[config.mk]
export PLATFORM = sky130hd
export DESIGN_NAME = ram_byte_lane
export DESIGN_NICKNAME = d
export VERILOG_FILES = /design/src/design/memory_map_pkg.sv /design/src/design/ram_byte_lane.sv
export SDC_FILE = /design/constraint.sdc
export NUM_CORES = 2
export LEC_CHECK = 0
export ABC_AREA = 1
export BUFFER_PORTS_ARGS = -buffer_cell sky130_fd_sc_hd__buf_2
export CAP_MARGIN = 15
export CORE_MARGIN = 2
export CORE_UTILIZATION = 25
export DETAILED_ROUTE_END_ITERATION = 10
export SLEW_MARGIN = 0
export SYNTH_ARGS = -nofsm -noshare
export SYNTH_HDL_FRONTEND = slang
export SYNTH_SLANG_ARGS = --single-unit
[constraint.sdc]
create_clock -name clk -period 2.3 [get_ports clk]
set_input_delay 0.345 -clock clk [delete_from_list [all_inputs] [get_ports clk]]
set_output_delay 0.345 -clock clk [all_outputs]
set_load 0.02 [all_outputs]
[src/design/memory_map_pkg.sv]
package memory_map_pkg;

    ////////////////////////////////////////////////////////////
    // Bus widths.
    ////////////////////////////////////////////////////////////

    // Bytes in one bus word.
    localparam int NUM_LANES = 4;

    typedef logic [31:0] word_t;
    typedef logic [31:0] addr_t;
    typedef logic [NUM_LANES-1:0] strb_t;
    typedef logic [7:0] byte_t;

    // Region selector, address bits 31 to 28.
    typedef logic [3:0] region_t;

    ////////////////////////////////////////////////////////////
    // Memory map.
    ////////////////////////////////////////////////////////////

    // Read-only program store.
    localparam region_t REGION_ROM = 4'd1;

    // Data RAM, one memory per byte lane.
    localparam region_t REGION_RAM = 4'd2;

    // Two-bit LED port.
    localparam region_t REGION_PORT = 4'd3;

    ////////////////////////////////////////////////////////////
    // Request from the decoder to the memories.
    ////////////////////////////////////////////////////////////

    typedef struct packed {
        logic valid;
        logic write;
        region_t region;
        addr_t addr;
        word_t wdata;
        // Per-lane write enables, RAM writes only.
        strb_t lane_we;
        // Unmapped region, ROM write or address past the end.
        logic error;
    } mem_req_t;

endpackage

[src/design/ram_byte_lane.sv]
`timescale 1ns/1ps

module ram_byte_lane
    import memory_map_pkg::*;
#(
    parameter int RAM_BITS = 8
) (
    input  logic                clk,
    input  logic                we,
    input  logic [RAM_BITS-1:0] word_addr,
    input  byte_t               wbyte,
    output byte_t               rbyte
);

    localparam int DEPTH = 1 << RAM_BITS;

    // One byte of every RAM word.
    byte_t mem [DEPTH];

    ////////////////////////////////////////////////////////////
    // Read-before-write port.
    ////////////////////////////////////////////////////////////

    // Old contents come back even on a write cycle.
    always_ff @(posedge clk) begin
        rbyte <= mem[word_addr];
    end

    always_ff @(posedge clk) begin
        if (we) begin
            mem[word_addr] <= wbyte;
        end
    end

endmodule

==> impl_metrics.yaml <==
run_status:
  status: "finished, violations left"
  violations: "negative setup slack"
critical_path:
  cp_max_fo: 9
  crit_buf_inv: 1
  slowest_delay_ns: 0.83
  worstPathCellList: "buf_2"
  critical-path-top-delay-family: "flip-flops"
  cp.required_ns: 1.96
  crit_path_end_kind: "primary output"
  cp_slowest_cell: "dfxtp_1"
  r2r_start: "mem[143][5]"
  critPathArrivalTime_ns: 1.96
  crit_path_start_kind: "flop"
  crit_type: "flop to primary output"
  crit_start: "rbyte[4]"
sta:
  fin_crit_ns: 2.31
  clock-skew-final_ns: 0.0610
  worst_pin_slew_ns: 1.02
  worst_slack_ns: -0.00601
  drv_slew: 0
  setup_viol: 1
  fmax_mhz: 434
  slew_headroom: 0.315
  fin_crit_sh: 1.00
  rsz0062_at_grt: "no"
  hold_viol: 0
cells_and_area:
  register_area_sq_um: 61700
  final_common_cell: "nand2_1"
  final_cell_area_sq_um: 102000
  multi_input_comb_area_sq_um: 21300
  num-fill-cells: 34200
  final_nets: 8519
  final_cell_mix: "nand2_1 (4,757), edfxtp_1 (2,048), buf_4 (521), nor2_1 (354), clkbuf_16 (204)"
  syn_to_final_growth_pct: 20.3
  drive_gt1_frac: 0.113
floorplanning:
  initial_utilization: 0.252
  chipHeight_microns: 587
  fp.dieW_microns: 587
  num_rows: 213
  die-area_sq_um: 344000
  core_area_sq_um: 337000
  ioPinCount: 26
synth:
  synth-compound-area-share: 0.0113
  synth_top_family_by_area: "simple AND/OR/NAND/NOR gates"
  syn_nets: 8039
  synth_area_sq_um: 84900
  synth_xor_area_frac: 0
  ys_ff_latch: 2056
  synth_cell_types: 18
  synth_mux_area_frac: 0
  synth-seq-area-share: 0.727
  synth-simple-area-share: 0.238
  synth_cells: 8021
  yosysWarningCount: 0
  synthAdderAreaFrac: 0
  postSynthAreaPerCell_sq_um: 10.6
power:
  power_density_nw_per_um2: 773
  leakagePower_nw: 40.2
  irDropWorstVdd_mv: 0.645
place:
  io_buffers: 25
  pre_cts_slack_ns: -0.859
  dpl_cell_area_sq_um: 95700
  gp_congestion: 0.888
  hpwl_mm: 150
grt:
  grt_pass1_vias: 54700
  grtUsageTotal: 0.134
  grt_pass1_wl_mm: 353
  overflow: 0
  grt_max_degree: 105
  antenna_found_initial: 13
run:
  cap_violations: 0
detailed_routing:
  routed_via_density: 4.31
  finalWirelength_mm: 237
  drt_iter0_markers: 5337
  route.detailed.drc: 0
  dr.pass1.iters: 6
  vias: 56800
  wl_per_cell_microns: 18.0
  drtAntennaViolNets: 0
worst_hold_path:
  hp-start: "wbyte[5]"
  min_path_type: "input port to flop"
clock_network:
  clk_pin_slew_ns: 0.06
  clockBufferDepth: 4
  root_buffer: "clkbuf_16"
  clk_latency_ns: 0.86
  cts.sinks: 2056
  cts_buffers: 203
  cts_setup_buffers: 0
  htree_num_levels: 4
  cts_tree: "done"
-- sequential cells by signal, summed over array words and instances (netlist names) --
name   count
mem     2048
rbyte      8
-- report_power, final --
part / internal, W / total [W] / switching, W
combinational: 0.00157 / 0.00521 / 0.00364
sequential: 0.0413 / 0.0414 / 0.000109
clock: 0.0184 / 0.0324 / 0.0140
total: 0.0613 / 0.0790 / 0.0177
-- worst paths after layout --
kind                      to  slack (ns)  cells past startpoint
setup / recovery    rbyte[4]      -0.006                      1
hold / removal    mem[36][5]        0.07                      1
setup reg to reg    rbyte[5]        0.18                     13
hold reg to reg     rbyte[5]        0.90                     10
-- cell usage after synthesis, drive strengths merged --
cell type  instances  area share
buf              247       0.014
inv               35      0.0016
nor2             362       0.016
o21ai            160      0.0094
edfxtp          2048        0.72
nand2           4771        0.21
a21oi             32      0.0019
clkbuf           170      0.0075
dfxtp              8      0.0019
nand3            188       0.011
-- metrics by stage --
| stage | TNS (ns) | hold WS [ns] | total power [W] | utilization | std cells |
|---|---|---|---|---|---|
| finish | -0.00601 | 0.0695 | 0.0790 | 0.303 | 13200 |
| CTS | 0 | 0.0231 | 0.0795 | 0.303 | 13200 |
| floorplan | 0 | 0.444 | 0.0445 | - | 8021 |
| global route | 0 | 0.0482 | 0.0813 | 0.303 | 13200 |
| global placement | -161.92 | 0.718 | 0.0474 | 0.284 | 12800 |
| detailed placement | -174.92 | 0.713 | 0.0474 | 0.284 | 12800 |
-- layout make-up --
class | count | share of cell area
Sequential cell | 2056 | 0.604
Multi-Input combinational cell | 5513 | 0.208
Timing Repair Buffer | 692 | 0.0684
Tap cell | 4515 | 0.0553
Clock buffer | 251 | 0.0518
Clock inverter | 106 | 0.0101
Inverter | 35 | 0.00162
Antenna cell | 23 | 0.000564
-- metal layers --
| layer | GRT usage | part of all wire | vias up |
|---|---|---|---|
| met5 | 0 | 0.000059 | - |
| met4 | 0.0528 | 0.038 | 2 |
| met3 | 0.0164 | 0.057 | 364 |
| met2 | 0.228 | 0.48 | 1684 |
| met1 | 0.174 | 0.42 | 27400 |
| li1 | - | - | 27300 |
-- cells by family (layout without fill, tap and decap cells) --
family                 Yosys count  in the layout
other                            0             23
and+or+nand+nor               5321           5321
DFF                           2056           2056
buffers and inverters          452           1084
AOI/OAI and AO/OA              192            192
-- what timing repair did --
action	in CTS	in global routing
gates resized for setup	0	2
endpoints found under the hold margin	144	0
endpoints found under the setup margin	0	2
hold buffers	7	0
Note: power is estimated with default switching activity, not from simulation.
