--- src/design/memory_map_pkg.sv ---
package memory_map_pkg;

    ////////////////////////////////////////////////////////////
    // Bus widths.
    ////////////////////////////////////////////////////////////

    // Bytes in one bus word.
    localparam int NUM_LANES = 4;

    typedef logic [31:0] word_t;
    typedef logic [31:0] addr_t;
    typedef logic [NUM_LANES-1:0] strb_t;
    typedef logic [7:0] byte_t;

    // Region selector, address bits 31 to 28.
    typedef logic [3:0] region_t;

    ////////////////////////////////////////////////////////////
    // Memory map.
    ////////////////////////////////////////////////////////////

    // Read-only program store.
    localparam region_t REGION_ROM = 4'd1;

    // Data RAM, one memory per byte lane.
    localparam region_t REGION_RAM = 4'd2;

    // Two-bit LED port.
    localparam region_t REGION_PORT = 4'd3;

    ////////////////////////////////////////////////////////////
    // Request from the decoder to the memories.
    ////////////////////////////////////////////////////////////

    typedef struct packed {
        logic valid;
        logic write;
        region_t region;
        addr_t addr;
        word_t wdata;
        // Per-lane write enables, RAM writes only.
        strb_t lane_we;
        // Unmapped region, ROM write or address past the end.
        logic error;
    } mem_req_t;

endpackage

--- src/design/apb_addr_decode.sv ---
`timescale 1ns/1ps

module apb_addr_decode
    import memory_map_pkg::*;
#(
    parameter int RAM_BITS = 8,
    parameter int ROM_BITS = 5
) (
    input  logic     clk,
    input  logic     reset,
    input  logic     psel,
    input  logic     penable,
    input  logic     pwrite,
    input  addr_t    paddr,
    input  word_t    pwdata,
    input  strb_t    pstrb,
    output mem_req_t req
);

    localparam int REGION_LSB = $bits(addr_t) - $bits(region_t);

    logic setup;
    region_t region;
    logic [REGION_LSB-3:0] word_index;
    logic bad_region;
    logic ram_range_err;
    logic rom_range_err;
    logic rom_write;
    logic error;
    mem_req_t req_d;

    // First cycle of a transfer.
    assign setup = psel && !penable;

    assign region = paddr[$bits(addr_t)-1:REGION_LSB];
    assign word_index = paddr[REGION_LSB-1:2];

    ////////////////////////////////////////////////////////////
    // Region and range checks.
    ////////////////////////////////////////////////////////////

    always_comb begin
        bad_region = (region != REGION_ROM) && (region != REGION_RAM) &&
                     (region != REGION_PORT);
        ram_range_err = (region == REGION_RAM) && ((word_index >> RAM_BITS) != '0);
        rom_range_err = (region == REGION_ROM) && ((word_index >> ROM_BITS) != '0);
        rom_write = (region == REGION_ROM) && pwrite;
        error = bad_region || ram_range_err || rom_range_err || rom_write;
    end

    always_comb begin
        req_d = '0;
        req_d.valid = 1'b1;
        // A port write without byte 0 has no effect and travels as a read.
        req_d.write = pwrite && !((region == REGION_PORT) && !pstrb[0]);
        req_d.region = region;
        req_d.addr = paddr;
        req_d.wdata = pwdata;
        req_d.error = error;
        if (pwrite && (region == REGION_RAM) && !error) begin
            req_d.lane_we = pstrb;
        end
    end

    ////////////////////////////////////////////////////////////
    // Request register, valid for one cycle.
    ////////////////////////////////////////////////////////////

    always_ff @(posedge clk) begin
        if (reset) begin
            req <= '0;
        end else if (setup) begin
            req <= req_d;
        end else begin
            req.valid <= 1'b0;
            req.lane_we <= '0;
        end
    end

    // Access phase only inside a selected transfer.
    penable_needs_psel: assert property (
        @(posedge clk) disable iff (reset)
        penable |-> psel
    ) else $error("penable high without psel");

endmodule

--- config.mk ---
export PLATFORM = sky130hd
export DESIGN_NAME = apb_addr_decode
export DESIGN_NICKNAME = d
export VERILOG_FILES = /design/src/design/memory_map_pkg.sv /design/src/design/apb_addr_decode.sv
export SDC_FILE = /design/constraint.sdc
export NUM_CORES = 1
export LEC_CHECK = 0
export BUFFER_PORTS_ARGS = -buffer_cell sky130_fd_sc_hd__buf_4
export CORE_MARGIN = 1.5
export CORE_UTILIZATION = 46
export DETAILED_ROUTE_END_ITERATION = 12
export GPL_ROUTABILITY_DRIVEN = 0
export PLACE_DENSITY = 0.92
export SETUP_SLACK_MARGIN = 0.5
export SLEW_MARGIN = 15
export SYNTH_ARGS = -nofsm -noshare
export SYNTH_HDL_FRONTEND = slang
export SYNTH_SLANG_ARGS = --single-unit
--- constraint.sdc ---
create_clock -name clk -period 2.98 [get_ports clk]
set_clock_uncertainty 0.15 [all_clocks]
set_input_delay 0.447 -clock clk [delete_from_list [all_inputs] [get_ports clk]]
set_output_delay 0.447 -clock clk [all_outputs]
set_load 0.05 [all_outputs]
==> Flow_metrics.wiki <==
{| class="wikitable"
! Metric !! Value
|-
| Synthesized cell area || 2525 um2
|-
| Average cell area after synthesis || 7.965 um2
|-
| Largest register FFs || 71
|-
| Source-to-sink clock delay at the later pin of the worst-skew pair || 0.33 ns
|-
| Area taken by flip-flops and latches || 1421 um2
|-
| Cells resized by post-CTS repair || 0
|-
| GRT Overall Usage || 24.02%
|-
| CP startpoint || reset
|-
| Library cell used as clock root buffer || sky130_fd_sc_hd__clkbuf_8
|-
| Die Wd || 77.09 um
|-
| Power per standard cell area || 566.7 nW/um2
|-
| CP startpoint kind || input pin
|-
| Final antenna-violating net count || 0
|-
| Global-route wire length before repair || 11.25 mm
|-
| Number of max-slew violations in the final report || 0
|-
| P_leak || 1.712 nW
|-
| Slew margin rel. || 53.82%
|-
| Critical path, cell by cell || buf_4 > nor3b_1 > nand4_1 > nor4_2 > and2_1
|-
| Number of iterations in the first detailed-routing pass || 4
|-
| Number of failing hold endpoints at the final stage || 0
|-
| Post-synthesis cell count || 317
|-
| Max-Cap Viols || 0
|-
| Arrival time at the worst endpoint || 1.85 ns
|-
| Register ranked first by flip-flop count || req
|-
| Post-CTS Setup Bufs || 0
|-
| CP Data Required Time || 3.10 ns
|-
| Largest registers || req: 71 flops
|-
| Pin count of the biggest net entering global routing || 68
|-
| Kind of end point of the critical path || register
|-
| Critical path start-end classification || input pin to register
|-
| Clock Sink Count || 71
|-
| Yosys warnings || 0
|-
| Total of buffers placed on input and output ports || 147
|-
| Routed vias || 2599
|-
| Post-route core utilization || 73.65%
|-
| Die Span Y || 77.09 um
|-
| Post-route setup TNS || 0 ns
|-
| Number of synthesized register bits || 71
|-
| WL final || 7.125 mm
|-
| Vias in the first global route || 2455
|-
| Post-route clock period utilization || 58.04%
|-
| Slowest Stage Delay on Critical Path || 0.42 ns
|-
| Slowest-stage cell, CP || sky130_fd_sc_hd__nor3b_1
|-
| Number of H-tree branching levels || 3
|-
| Sequential area share after synthesis || 56.29%
|-
| Worst flop-to-flop path startpoint || req[71]
|-
| Fmax || 578.2 MHz
|-
| Slew at the pin closest to its max-slew limit || 0.6927 ns
|-
| RSZ-0062 raised after global routing || no
|-
| Synth unique cells || 21
|-
| Starting Density || 48.51%
|-
| CTS tree || built
|-
| Final setup violation count || 0
|-
| Site Rows || 26
|-
| Area added between synthesis and finish || 51.83%
|-
| Maximum clock path buffer count || 2
|-
| Routed via count divided by cell count || 4.913
|-
| Hold-fix buffer count after cts || 0
|-
| Final Net Count || 527
|-
| Total nets after synthesis || 390
|-
| Total area of multi-input combinational cells || 989.7 um2
|-
| Peak fanout along the critical path || 67
|-
| Worst VDD drop || 0.3557 mV
|-
| Area of the die || 5942 um2
|-
| Detailed-placement wirelength estimate || 5.230 mm
|-
| Number of diodes || 0
|-
| CTS Buf Count || 9
|-
| Global route total overflow || 0
|-
| Worst min-delay path startpoint || pstrb[3]
|-
| Core area || 5205 um2
|-
| DRC violations left || 0
|-
| Clk slew on worst S/H paths || 0.07 ns
|-
| I/O pin cnt || 148
|-
| Post-route minimum period || 1.730 ns
|-
| Fraction of layout cells with a size suffix above 1 || 37.47%
|-
| Total of fill cells in the finished design || 418
|-
| Wire length per cell after detailed routing || 13.47 um
|-
| Number of DRC violations after detailed-routing iteration 0 || 95
|-
| Status || completed
|-
| Class of the tightest hold or removal check || input pin to register
|-
| Antenna violations before repair || 0
|}
[cells by family after synthesis]
kind of cell,Yosys count,synth area share (%)
AOI/OAI and AO/OA,69,13.97
buffers and inverters,26,4.905
DFF,71,56.29
and+or+nand+nor,151,24.83
[worst max-delay path, delay by kind of cell]
kind,cells,cell delay [ns]
buffers and inverters,1,0.31
and+or+nand+nor,4,1.09
[through the flow]
stage	hold WS (ns)	area [um2]	cells	worst slack, ns	power [mW]
2_1_floorplan	0.3845	2525	317	1.470	1.275
3_3_place_gp	0.2920	3636	513	0.9198	1.437
3_5_place_dp	0.2983	3636	513	0.9244	1.446
4_1_cts	0.1533	3834	529	1.248	2.192
5_1_grt	0.1635	3834	529	1.114	2.257
6_report	0.1699	3834	529	1.250	2.173
[final timing paths]
path	end	slack (ns)	cells past startpoint
setup / recovery	req[1]	1.25	5
hold reg to reg	req[60]	0.30	2
setup reg to reg	req[71]	2.17	2
hold / removal	req[4]	0.17	2
[cell usage after synthesis (all sizes together)]
cell type | n | area (um2)
nand2 | 132 | 495.5
dfxtp | 71 | 1421
a21oi | 65 | 325.3
buf | 13 | 75.07
clkbuf | 12 | 45.04
nor4 | 5 | 50.05
and2 | 4 | 25.02
a31oi | 2 | 12.51
nand3 | 2 | 10.01
nor2 | 2 | 7.510
inv | 1 | 3.750
nand2b | 1 | 6.260
nand4 | 1 | 6.260
nor2b | 1 | 6.260
nor3 | 1 | 5.000
nor3b | 1 | 7.510
o211ai | 1 | 7.510
o31ai | 1 | 7.510
or4 | 1 | 7.510
[area by class of cell]
type | instances | share of cell area, %
clock buffer | 10 | 3.590
clock inverter | 6 | 1.567
inverter | 1 | 0.09791
multi-input combinational | 220 | 25.82
sequential | 71 | 37.08
tap | 70 | 2.285
timing repair buffer | 151 | 29.57
[power breakdown]
part / switching [mW] / internal [mW]
Sequential: 0.0228 / 0.991
Combinational: 0.263 / 0.147
Clock: 0.345 / 0.405
[metal layers]
layer / share of wire, % / routed length [um] / vias to the layer above / GRT usage, %
met1: 41 / 2897 / 1174 / 26.61
li1: - / - / 1307 / -
met3: 9.0 / 641 / 8 / 8.095
met4: 1.4 / 99 / 0 / 10.18
met2: 49 / 3486 / 110 / 41.86
met5: 0 / 0 / - / 0
[cell usage in the layout, fill, tap and decap left out, types with 2 or more instances in the layout]
cell type / n
sky130_fd_sc_hd__buf_4: 151
sky130_fd_sc_hd__nor4_1: 2
sky130_fd_sc_hd__clkinv_2: 3
sky130_fd_sc_hd__clkbuf_8: 10
sky130_fd_sc_hd__and2_1: 4
sky130_fd_sc_hd__nor4_2: 3
sky130_fd_sc_hd__clkinvlp_4: 2
sky130_fd_sc_hd__a31oi_1: 2
sky130_fd_sc_hd__nand3_1: 2
sky130_fd_sc_hd__nor2_1: 2
sky130_fd_sc_hd__dfxtp_1: 71
sky130_fd_sc_hd__nand2_1: 132
sky130_fd_sc_hd__a21oi_1: 65
No activity file was read; power rests on OpenSTA's default activity.
