## config.mk

```make
export PLATFORM = sky130hd
export DESIGN_NAME = apb_response
export DESIGN_NICKNAME = d
export VERILOG_FILES = /design/src/design/memory_map_pkg.sv /design/src/design/apb_response.sv
export SDC_FILE = /design/constraint.sdc
export NUM_CORES = 1
export LEC_CHECK = 0
export ABC_AREA = 1
export BUFFER_PORTS_ARGS = -buffer_cell sky130_fd_sc_hd__buf_2
export CAP_MARGIN = 40
export CELL_PAD_IN_SITES_DETAIL_PLACEMENT = 1
export CELL_PAD_IN_SITES_GLOBAL_PLACEMENT = 2
export CORE_ASPECT_RATIO = 0.7
export CORE_MARGIN = 3
export CORE_UTILIZATION = 10
export DETAILED_ROUTE_END_ITERATION = 8
export PLACE_DENSITY_LB_ADDON = 0.12
export SKIP_LAST_GASP = 1
export SLEW_MARGIN = 20
export SYNTH_ARGS = -nofsm -noshare
export SYNTH_HDL_FRONTEND = slang
export SYNTH_SLANG_ARGS = --single-unit
```

## constraint.sdc

```tcl
create_clock -name clk -period 1.28 [get_ports clk]
set_input_delay 0.256 -clock clk [delete_from_list [all_inputs] [get_ports clk]]
set_output_delay 0.256 -clock clk [all_outputs]
set_load 0.02 [all_outputs]
```

## src/design/memory_map_pkg.sv

```systemverilog
package memory_map_pkg;

    ////////////////////////////////////////////////////////////
    // Bus widths.
    ////////////////////////////////////////////////////////////

    // Bytes in one bus word.
    localparam int NUM_LANES = 4;

    typedef logic [31:0] word_t;
    typedef logic [31:0] addr_t;
    typedef logic [NUM_LANES-1:0] strb_t;
    typedef logic [7:0] byte_t;

    // Region selector, address bits 31 to 28.
    typedef logic [3:0] region_t;

    ////////////////////////////////////////////////////////////
    // Memory map.
    ////////////////////////////////////////////////////////////

    // Read-only program store.
    localparam region_t REGION_ROM = 4'd1;

    // Data RAM, one memory per byte lane.
    localparam region_t REGION_RAM = 4'd2;

    // Two-bit LED port.
    localparam region_t REGION_PORT = 4'd3;

    ////////////////////////////////////////////////////////////
    // Request from the decoder to the memories.
    ////////////////////////////////////////////////////////////

    typedef struct packed {
        logic valid;
        logic write;
        region_t region;
        addr_t addr;
        word_t wdata;
        // Per-lane write enables, RAM writes only.
        strb_t lane_we;
        // Unmapped region, ROM write or address past the end.
        logic error;
    } mem_req_t;

endpackage

```

## src/design/apb_response.sv

```systemverilog
`timescale 1ns/1ps

module apb_response
    import memory_map_pkg::*;
(
    input  logic                  clk,
    input  logic                  reset,
    input  mem_req_t              req,
    input  byte_t [NUM_LANES-1:0] lane_rdata,
    input  word_t                 rom_rdata,
    output word_t                 prdata,
    output logic                  pready,
    output logic                  pslverr,
    output logic [1:0]            led
);

    // Request lined up with the registered read data.
    mem_req_t req_q;
    word_t ram_word;
    logic port_write;

    always_ff @(posedge clk) begin
        if (reset) begin
            req_q <= '0;
        end else begin
            req_q <= req;
        end
    end

    ////////////////////////////////////////////////////////////
    // LED port.
    ////////////////////////////////////////////////////////////

    assign port_write = req.valid && req.write && !req.error &&
                        (req.region == REGION_PORT);

    always_ff @(posedge clk) begin
        if (reset) begin
            led <= '0;
        end else if (port_write) begin
            led <= req.wdata[1:0];
        end
    end

    ////////////////////////////////////////////////////////////
    // Reply.
    ////////////////////////////////////////////////////////////

    always_comb begin
        for (int i = 0; i < NUM_LANES; i++) begin
            ram_word[i*$bits(byte_t) +: $bits(byte_t)] = lane_rdata[i];
        end
    end

    assign pready = req_q.valid;
    assign pslverr = req_q.valid && req_q.error;

    // Zero outside the reply cycle and on errors.
    always_comb begin
        prdata = '0;
        if (req_q.valid && !req_q.error) begin
            case (req_q.region)
                REGION_RAM: prdata = ram_word;
                REGION_ROM: prdata = rom_rdata;
                REGION_PORT: prdata = word_t'(led);
                default: prdata = '0;
            endcase
        end
    end

    // One reply per transfer.
    single_cycle_ready: assert property (
        @(posedge clk) disable iff (reset)
        pready |=> !pready
    ) else $error("pready high for two cycles");

endmodule

```

==> results of run 1 <==
==> layout make-up <==
class                           count  area [um^2]  share of cell area [%]
Multi-Input combinational cell    130         1380                    42.8
Sequential cell                     8          174                    5.41
Timing Repair Buffer              147         1350                    42.1
Clock buffer                        4         78.8                    2.45
Tap cell                          124          155                    4.83
Inverter                           18         77.6                    2.41
==> power breakdown <==
group / switching [W] / leakage [nW] / internal (W)
combinational: 0.000407 / 1.10 / 0.000387
clock: 0.000128 / 0.0382 / 0.000416
sequential: 0.0000120 / 0.0684 / 0.000259
==> placed cells by master, fill, tap and decap left out <==
| master | n |
|---|---|
| clkbuf_16 | 9 |
| buf_4 | 14 |
| a21oi_4 | 30 |
| nand2_1 | 10 |
| dfxtp_4 | 3 |
| buf_12 | 15 |
| o211ai_1 | 1 |
| inv_4 | 1 |
| clkbuf_1 | 1 |
| dfxtp_2 | 2 |
| nor2_1 | 14 |
| buf_8 | 2 |
| nor2_4 | 4 |
| inv_2 | 2 |
| nand3_1 | 8 |
| dfxtp_1 | 3 |
| inv_1 | 14 |
| buf_2 | 78 |
| buf_16 | 1 |
| inv_8 | 1 |
| buf_6 | 31 |
| nand3_4 | 10 |
| nand3_2 | 53 |
==> critical path, cell delays in order (launching register included) <==
cell and delay, ps:
dfxtp_4 370, inv_4 40, nor2_4 150, buf_12 150, clkbuf_16 150, nand3_2 80, a21oi_4 130, buf_6 130
==> metrics by stage <==
step | setup slack (ps) | cell area (um^2) | total power, W | setup TNS [ps] | utilization [%]
after floorplan | -17.1 | 1550 | 0.000594 | -449 | -
after global placement | -219 | 2340 | 0.000825 | -5640 | 25.2
after detailed placement | -229 | 2340 | 0.000828 | -5850 | 25.2
after CTS | -460 | 2540 | 0.00143 | -14070 | 27.4
after global routing | -506 | 3210 | 0.00170 | -15070 | 34.6
final | -428 | 3210 | 0.00161 | -12970 | 34.6
==> how the worst min path moves through the flow <==
stage | from | endpoint | slack (ps) | cells after the start
2_1_floorplan | reset | pready | 320 | 1
3_3_place_gp | req[70] | req_q[70] | 480 | 3
3_5_place_dp | req[70] | req_q[70] | 490 | 3
4_1_cts | req[69] | req_q[69] | 240 | 3
5_1_grt | req[70] | req_q[70] | 260 | 3
6_report | req[70] | req_q[70] | 240 | 3
==> repair_timing <==
| item | in CTS | in global routing |
|---|---|---|
| resized for setup | 12 | 106 |
| buffers inserted | 2 | 12 |
| cloned | 2 | 8 |
| pin swaps | 0 | 12 |
| endpoints found under the setup margin | 32 | 32 |
==> sequential cells by signal, summed over array words and instances, names as in the netlist <==
register	count
req_q	5
led	2
pready	1
==> routing by layer <==
| metal | vias up | routed length, um | GRT usage, % |
|---|---|---|---|
| met5 | - | 0 | 0 |
| met4 | 0 | 19 | 0.895 |
| met3 | 2 | 429 | 2.81 |
| met2 | 61 | 3040 | 15.1 |
| met1 | 794 | 3300 | 15.3 |
| li1 | 864 | - | - |
==> kinds of logic after synthesis <==
logic type	count (synthesis)	share of synthesized area [%]
AOI/OAI and AO/OA	31	16.2
and+or+nand+nor	99	49.0
DFF	8	16.4
buffers and inverters	33	18.4
==> flow_summary.toml, run 1 <==
[cts]
hold_buffers = 0
cts.sinks = 8
cts-root-buf = "clkbuf_16"
clk_pin_slew_worst_paths_ps = 40
clk_latency_ps = 230
cts_tree = "done"
cts_made_buffers = 3
htreeDepth = 1
clk_path_buf_depth = 2

[setup_path]
cp_max_fo = 5
r2r_cells = 2
critPathKind = "flip-flop to output pin"
start_kind = "flip-flop"
required_ps = 1020
r2r_slack_ps = 660
endpoint_kind = "output pin"
r2r_end = "led[0]"
r2r_start = "led[0]"
startpoint = "req_q[70]"
crit_end = "prdata[29]"
cp_data_arrival_time_ps = 1450

[cells_and_area]
drive_above_1_share_pct = 83.4
area_growth_pct = 230
stdcell_count = 431
fill_cells = 1086
antenna_cells = 0
nNetsFinal = 449

[synth]
synthDistinctLibCells = 13
syn_area_um2 = 975
syn-num-nets = 312
yosys_warnings = 0
synth_commonest_cells = "nand3_1, a21oi_1, inv_1, nor2_1, nand2_1"
syn_area_per_cell_um2 = 5.70
synthCells = 171
synth-edff-count = 0
synth_area_leaders = "nand3_1, dfxtp_1, a21oi_1"
synth_most_common_cell = "nand3_1"
synth_flop_cell = "dfxtp_1"
synthArstFlopShare_pct = 0
ys_seq_area_share_pct = 16.4
ys_seq_elements = 8
yosysTopAreaCell = "nand3_1"
synth_top_cell_area_share_pct = 36.5

[route]
drc_errors = 0
wire_per_inst_um = 15.7
dr.pass1.iters = 4
vias = 1721
drt-initial-drc-count = 40
final_antenna_net_count = 0
drt_wl_total_mm = 6.78
vias_per_cell = 3.99

[die]
start_util_pct = 10.5
die_x_um = 124
rows = 29
die_h_um = 88.6
core_um2 = 9290
ioPinCount = 177
dieArea_um2 = 11000

[sta]
max_slew_margin_pct = 68.4
worst_slack_ps = -428
hold_viol_final = 0
rsz0062_at_grt = "yes"
slew_violations = 0
finalCritPeriodShare_pct = 133
post-route-min-period_ps = 1710
fmax_mhz = 585
setup_viol = 32
finClkSkew_ps = 0
worst_slew_pin_slew_ps = 471
whs_ps = 245

[placement]
place_congestion = 0.660
dp_hpwl_mm = 4.58
portBuffers = 110
placed_cells = 405

[pwr]
power_leakage_nw = 1.21
powerDensity_nw_per_um2 = 501
ir_drop_mv = 0.450

[global_route]
grt_start_max_net_pins = 41
grt_pass1_vias = 1690
grt_pass1_wl_mm = 8.89
grt_remaining_overflow = 0
grt_use_total_pct = 10.2
antenna_found_initial = 0

[worst_hold_path]
hold_class = "input port to flip-flop"

[run]
cap_viol_max_count = 0

[status]
outcome = "finished with violations"
violations = "setup timing"
Power figures use the tool's default switching activity.
==> run 2: changes to the inputs <==
BUFFER_PORTS_ARGS = not set   (was -buffer_cell sky130_fd_sc_hd__buf_2)
CORE_UTILIZATION = 22   (was 10)
DONT_BUFFER_PORTS = 1   (was not set)
==> run 2 against run 1 <==
Against the previous run:
- the run still ends with setup timing left
- final cell count fell by 43%
- critical endpoint is now prdata[2]
- core utilization rose by 23 points
- first-iteration DRC count fell by 53%
- global-route usage rose by 4.1 points
==> flow_summary.toml, run 2 (synthesized netlist as in run 1, its figures left out) <==
[cts]
cts-root-buf = "clkbuf_8"
cts_made_buffers = 3
clk_pin_slew_worst_paths_ps = 40
cts_tree = "done"
clk_path_buf_depth = 2
clk_latency_ps = 220
htreeDepth = 1
cts.sinks = 8

[setup_path]
endpoint_kind = "output pin"
critPathSlowestCell = "dfxtp_2"
r2r_cells = 3
cp_cell_sequence = "nor2_4, buf_12, clkbuf_16, nand3_4, a21oi_4"
path_delay_family = "buffers and inverters"
required_ps = 1020
startpoint = "req_q[71]"
cp_max_fo = 7
critPathKind = "flip-flop to output pin"
start_kind = "flip-flop"
r2r_start = "led[0]"
cp_num_cells = 5
critPathBufInv = 2
cp_data_arrival_time_ps = 1400
crit_path_max_incr_delay_ps = 320

[run]
cap_viol_max_count = 0

[cells_and_area]
seqCellArea_um2 = 173
mostFrequentLayoutCells = "nand3_2, a21oi_4, nand3_4"
antenna_cells = 0
final_common_cell = "nand3_2"
drive_above_1_share_pct = 75.9
fin_area_um2 = 2370
fill_cells = 426
final_core_util_pct = 58.0
multi_input_area_um2 = 1460
area_growth_pct = 143
largest_reg_flops = 5
largest-register = "req_q"
nNetsFinal = 337

[sta]
post-route-min-period_ps = 1650
worst_slew_pin_slew_ps = 489
finalCritPeriodShare_pct = 129
whs_ps = 87.4
setup_viol = 32
rsz0062_at_grt = "yes"
hold_viol_final = 0
max_slew_margin_pct = 67.3
worst_slack_ps = -374
fmax_mhz = 605
slew_violations = 0
finClkSkew_ps = 0

[die]
core_um2 = 4090
rows = 19
die_h_um = 61.7
dieArea_um2 = 5280
start_util_pct = 23.8
ioPinCount = 177
die_x_um = 85.6

[status]
outcome = "finished with violations"
violations = "setup timing"

[worst_hold_path]
min-delay-start = "reset"
hold_class = "input port to flip-flop"
holdPathStages = 1

[pwr]
power_leakage_nw = 0.660
ir_drop_mv = 0.539
powerDensity_nw_per_um2 = 496
total_power_w = 0.00118

[route]
drc_errors = 0
dr.pass1.iters = 4
vias_per_cell = 5.42
wire_per_inst_um = 19.1
drt-initial-drc-count = 19
drt_wl_total_mm = 4.71
final_antenna_net_count = 0
vias = 1338

[global_route]
grt_start_max_net_pins = 21
grt_use_total_pct = 14.3
grt_pass1_wl_mm = 6.19
antenna_found_initial = 0
grt_pass1_vias = 1242
grt_remaining_overflow = 0

[placement]
portBuffers = 0
place_congestion = 0.716
dp_hpwl_mm = 3.18
pre_cts_ws_ps = -178
dpl_cell_area_um2 = 1650
-- run 2: through the flow --
step | setup TNS, ps | instances
after global routing | -13280 | 247
after detailed placement | -3700 | 224
after floorplan | -449 | 171
final | -11060 | 247
after CTS | -11980 | 232
after global placement | -3090 | 224
-- run 2: path summary, 6_finish.rpt --
kind / end / slack, ps
worst max-delay path: prdata[2] / -370
worst min-delay path: req_q[70] / 90
worst max register to register: led[0] / 530
worst min register to register: led[1] / 680
-- run 2: where the power goes --
group          internal (W)  total (W)  switching [W]  leakage (nW)
Clock              0.000215   0.000311      0.0000955        0.0228
Sequential         0.000259   0.000269      0.0000101        0.0681
Combinational      0.000266   0.000595       0.000330         0.569
Total              0.000740    0.00118       0.000435         0.660
-- run 2: layer usage --
layer	vias up	global-route usage [%]	routed length (um)
li1	645	-	-
met1	620	17.7	1860
met2	73	25.2	2370
met3	0	5.27	480
met4	0	1.58	0
met5	-	0	0
-- run 2: final cells by class --
class	instances	area share (%)
Clock buffer	4	1.90
Inverter	18	3.27
Sequential cell	8	7.29
Timing Repair Buffer	35	23.0
Tap cell	52	2.75
Multi-Input combinational cell	130	61.8
-- run 2: what timing repair did --
| item | 4_1_cts | 5_1_grt |
|---|---|---|
| setup endpoints to repair | 32 | 32 |
| setup buffers | 3 | 7 |
| gates resized for setup | 22 | 49 |
| hold buffers | 0 | 0 |
| cloned | 1 | 9 |
| endpoints found under the hold margin | 0 | 0 |
| pin swaps | 11 | 42 |
==> run 3: changes to the inputs <==
CORE_MARGIN = 2   (was 3)
SLEW_MARGIN = not set   (was 20)
==> run 3 against run 2 <==
Against the previous run:
- the run still ends with setup timing left
- sequential share of layout area grew 1.0 points
- setup slack gained 25 ps
- sequential power is essentially flat
- routed wire length shrank 3.6%
- register-to-register slack is essentially flat
==> flow_summary.toml, run 3 (synthesized netlist as in run 1, its figures left out) <==
[status]
outcome = "finished with violations"
violations = "setup timing"

[setup_path]
start_kind = "flip-flop"
r2r_cells = 3
cp_data_arrival_time_ps = 1370
cp_max_fo = 19
startpoint = "req_q[72]"
r2r_slack_ps = 540
r2r_end = "led[0]"
r2r_start = "led[0]"
required_ps = 1020
critPathKind = "flip-flop to output pin"
crit_end = "prdata[9]"
endpoint_kind = "output pin"

[pwr]
internal-power_w = 0.000683
pwr-share-clk_pct = 29.0
power_leakage_nw = 0.563
pwr-share-seq_pct = 25.0
ir_drop_mv = 0.475
powerDensity_nw_per_um2 = 537
power_switching_w = 0.000407
swShare_pct = 37.3
p_comb_share_pct = 46.1

[cells_and_area]
largest_reg_flops = 5
antenna_cells = 0
seqCellArea_um2 = 169
mostFrequentLayoutCells = "nand3_2, a21oi_4, nand3_1"
nNetsFinal = 327
area_growth_pct = 108
fill_cells = 465
drive_above_1_share_pct = 70.3
largest-register = "req_q"
final_common_cell = "nand3_2"
multi_input_area_um2 = 1300
fin_area_um2 = 2030

[cts]
cts.sinks = 8
hold_buffers = 0
cts-root-buf = "clkbuf_8"
clk_latency_ps = 220
cts_tree = "done"
clk_pin_slew_worst_paths_ps = 40
clk_path_buf_depth = 2
htreeDepth = 1
cts_made_buffers = 3

[sta]
worst_slew_pin_slew_ps = 454
finalCritPeriodShare_pct = 127
rsz0062_at_grt = "yes"
post-route-min-period_ps = 1630
max_slew_margin_pct = 69.6
whs_ps = 86.3
finClkSkew_ps = 0
setup_viol = 32
fmax_mhz = 614
hold_viol_final = 0
slew_violations = 0
worst_slack_ps = -350

[route]
drt-initial-drc-count = 21
dr.pass1.iters = 4
drt_wl_total_mm = 4.54
vias = 1316
wire_per_inst_um = 18.9
drc_errors = 0
final_antenna_net_count = 0
vias_per_cell = 5.48

[global_route]
grt_remaining_overflow = 0
grt_start_max_net_pins = 29
grt_pass1_wl_mm = 6.42
grt_pass1_vias = 1311
grt_use_total_pct = 16.2
antenna_found_initial = 0

[die]
core_um2 = 4300
rows = 20
dieArea_um2 = 4990
die_h_um = 59.7
ioPinCount = 177
die_x_um = 83.6
start_util_pct = 22.6

[placement]
dpl_cell_area_um2 = 1610
dp_hpwl_mm = 3.08
place_congestion = 0.721
portBuffers = 0

[run]
cap_viol_max_count = 0

[worst_hold_path]
hold_class = "input port to flip-flop"
==> run 3: layout make-up <==
type / count / share of cell area [%]
Multi-Input combinational cell: 130 / 63.9
Timing Repair Buffer: 25 / 18.2
Sequential cell: 8 / 8.33
Inverter: 18 / 3.95
Tap cell: 55 / 3.39
Clock buffer: 4 / 2.22
==> run 3: through the flow <==
stage               setup slack (ps)  TNS [ps]  util [%]  total power, W  std cells
floorplan                      -17.1      -449         -        0.000594        171
global placement                -127     -3260      37.3        0.000614        226
detailed placement              -161     -3960      37.3        0.000630        226
CTS                             -366    -10820      43.1         0.00105        237
global route                    -402    -12180      47.1         0.00115        240
finish                          -350    -10180      47.1         0.00109        240
==> run 3: worst min path at each step <==
stage                     slack [ps]        end   from  depth (start not counted)
final                             90     pready  reset                          1
after global routing              80     pready  reset                          1
after CTS                         80     pready  reset                          1
after detailed placement         320  req_q[71]  reset                          1
after global placement           320     pready  reset                          1
after floorplan                  320     pready  reset                          1
==> run 3: layer usage <==
metal	GRT usage, %	vias to the layer above	part of all wire (%)
met5	0	-	0
met4	1.38	0	0
met3	6.63	0	8.2
met2	30.1	68	51
met1	18.6	628	40
li1	-	620	-
==> run 3: repair_timing <==
item / 4_1_cts / 5_1_grt
buffers inserted: 4 / 0
gates cloned: 3 / 3
resized for setup: 22 / 21
pin swaps: 13 / 12
endpoints found under the setup margin: 32 / 32
==> run 3: power groups by stage <==
| stage | clock network (W) | registers (W) | logic [W] |
|---|---|---|---|
| after global routing | 0.000342 | 0.000273 | 0.000534 |
| final | 0.000316 | 0.000272 | 0.000502 |
| after detailed placement | 0 | 0.000276 | 0.000354 |
| after global placement | 0 | 0.000276 | 0.000338 |
| after CTS | 0.000327 | 0.000272 | 0.000448 |
| after floorplan | 0 | 0.000278 | 0.000315 |
==> run 3: worst max-delay path, stage by stage (launching register included) <==
cell,delay [ps]
dfxtp_2,320
nor2_4,150
buf_4,150
buf_12,160
nand3_1,140
a21oi_4,220
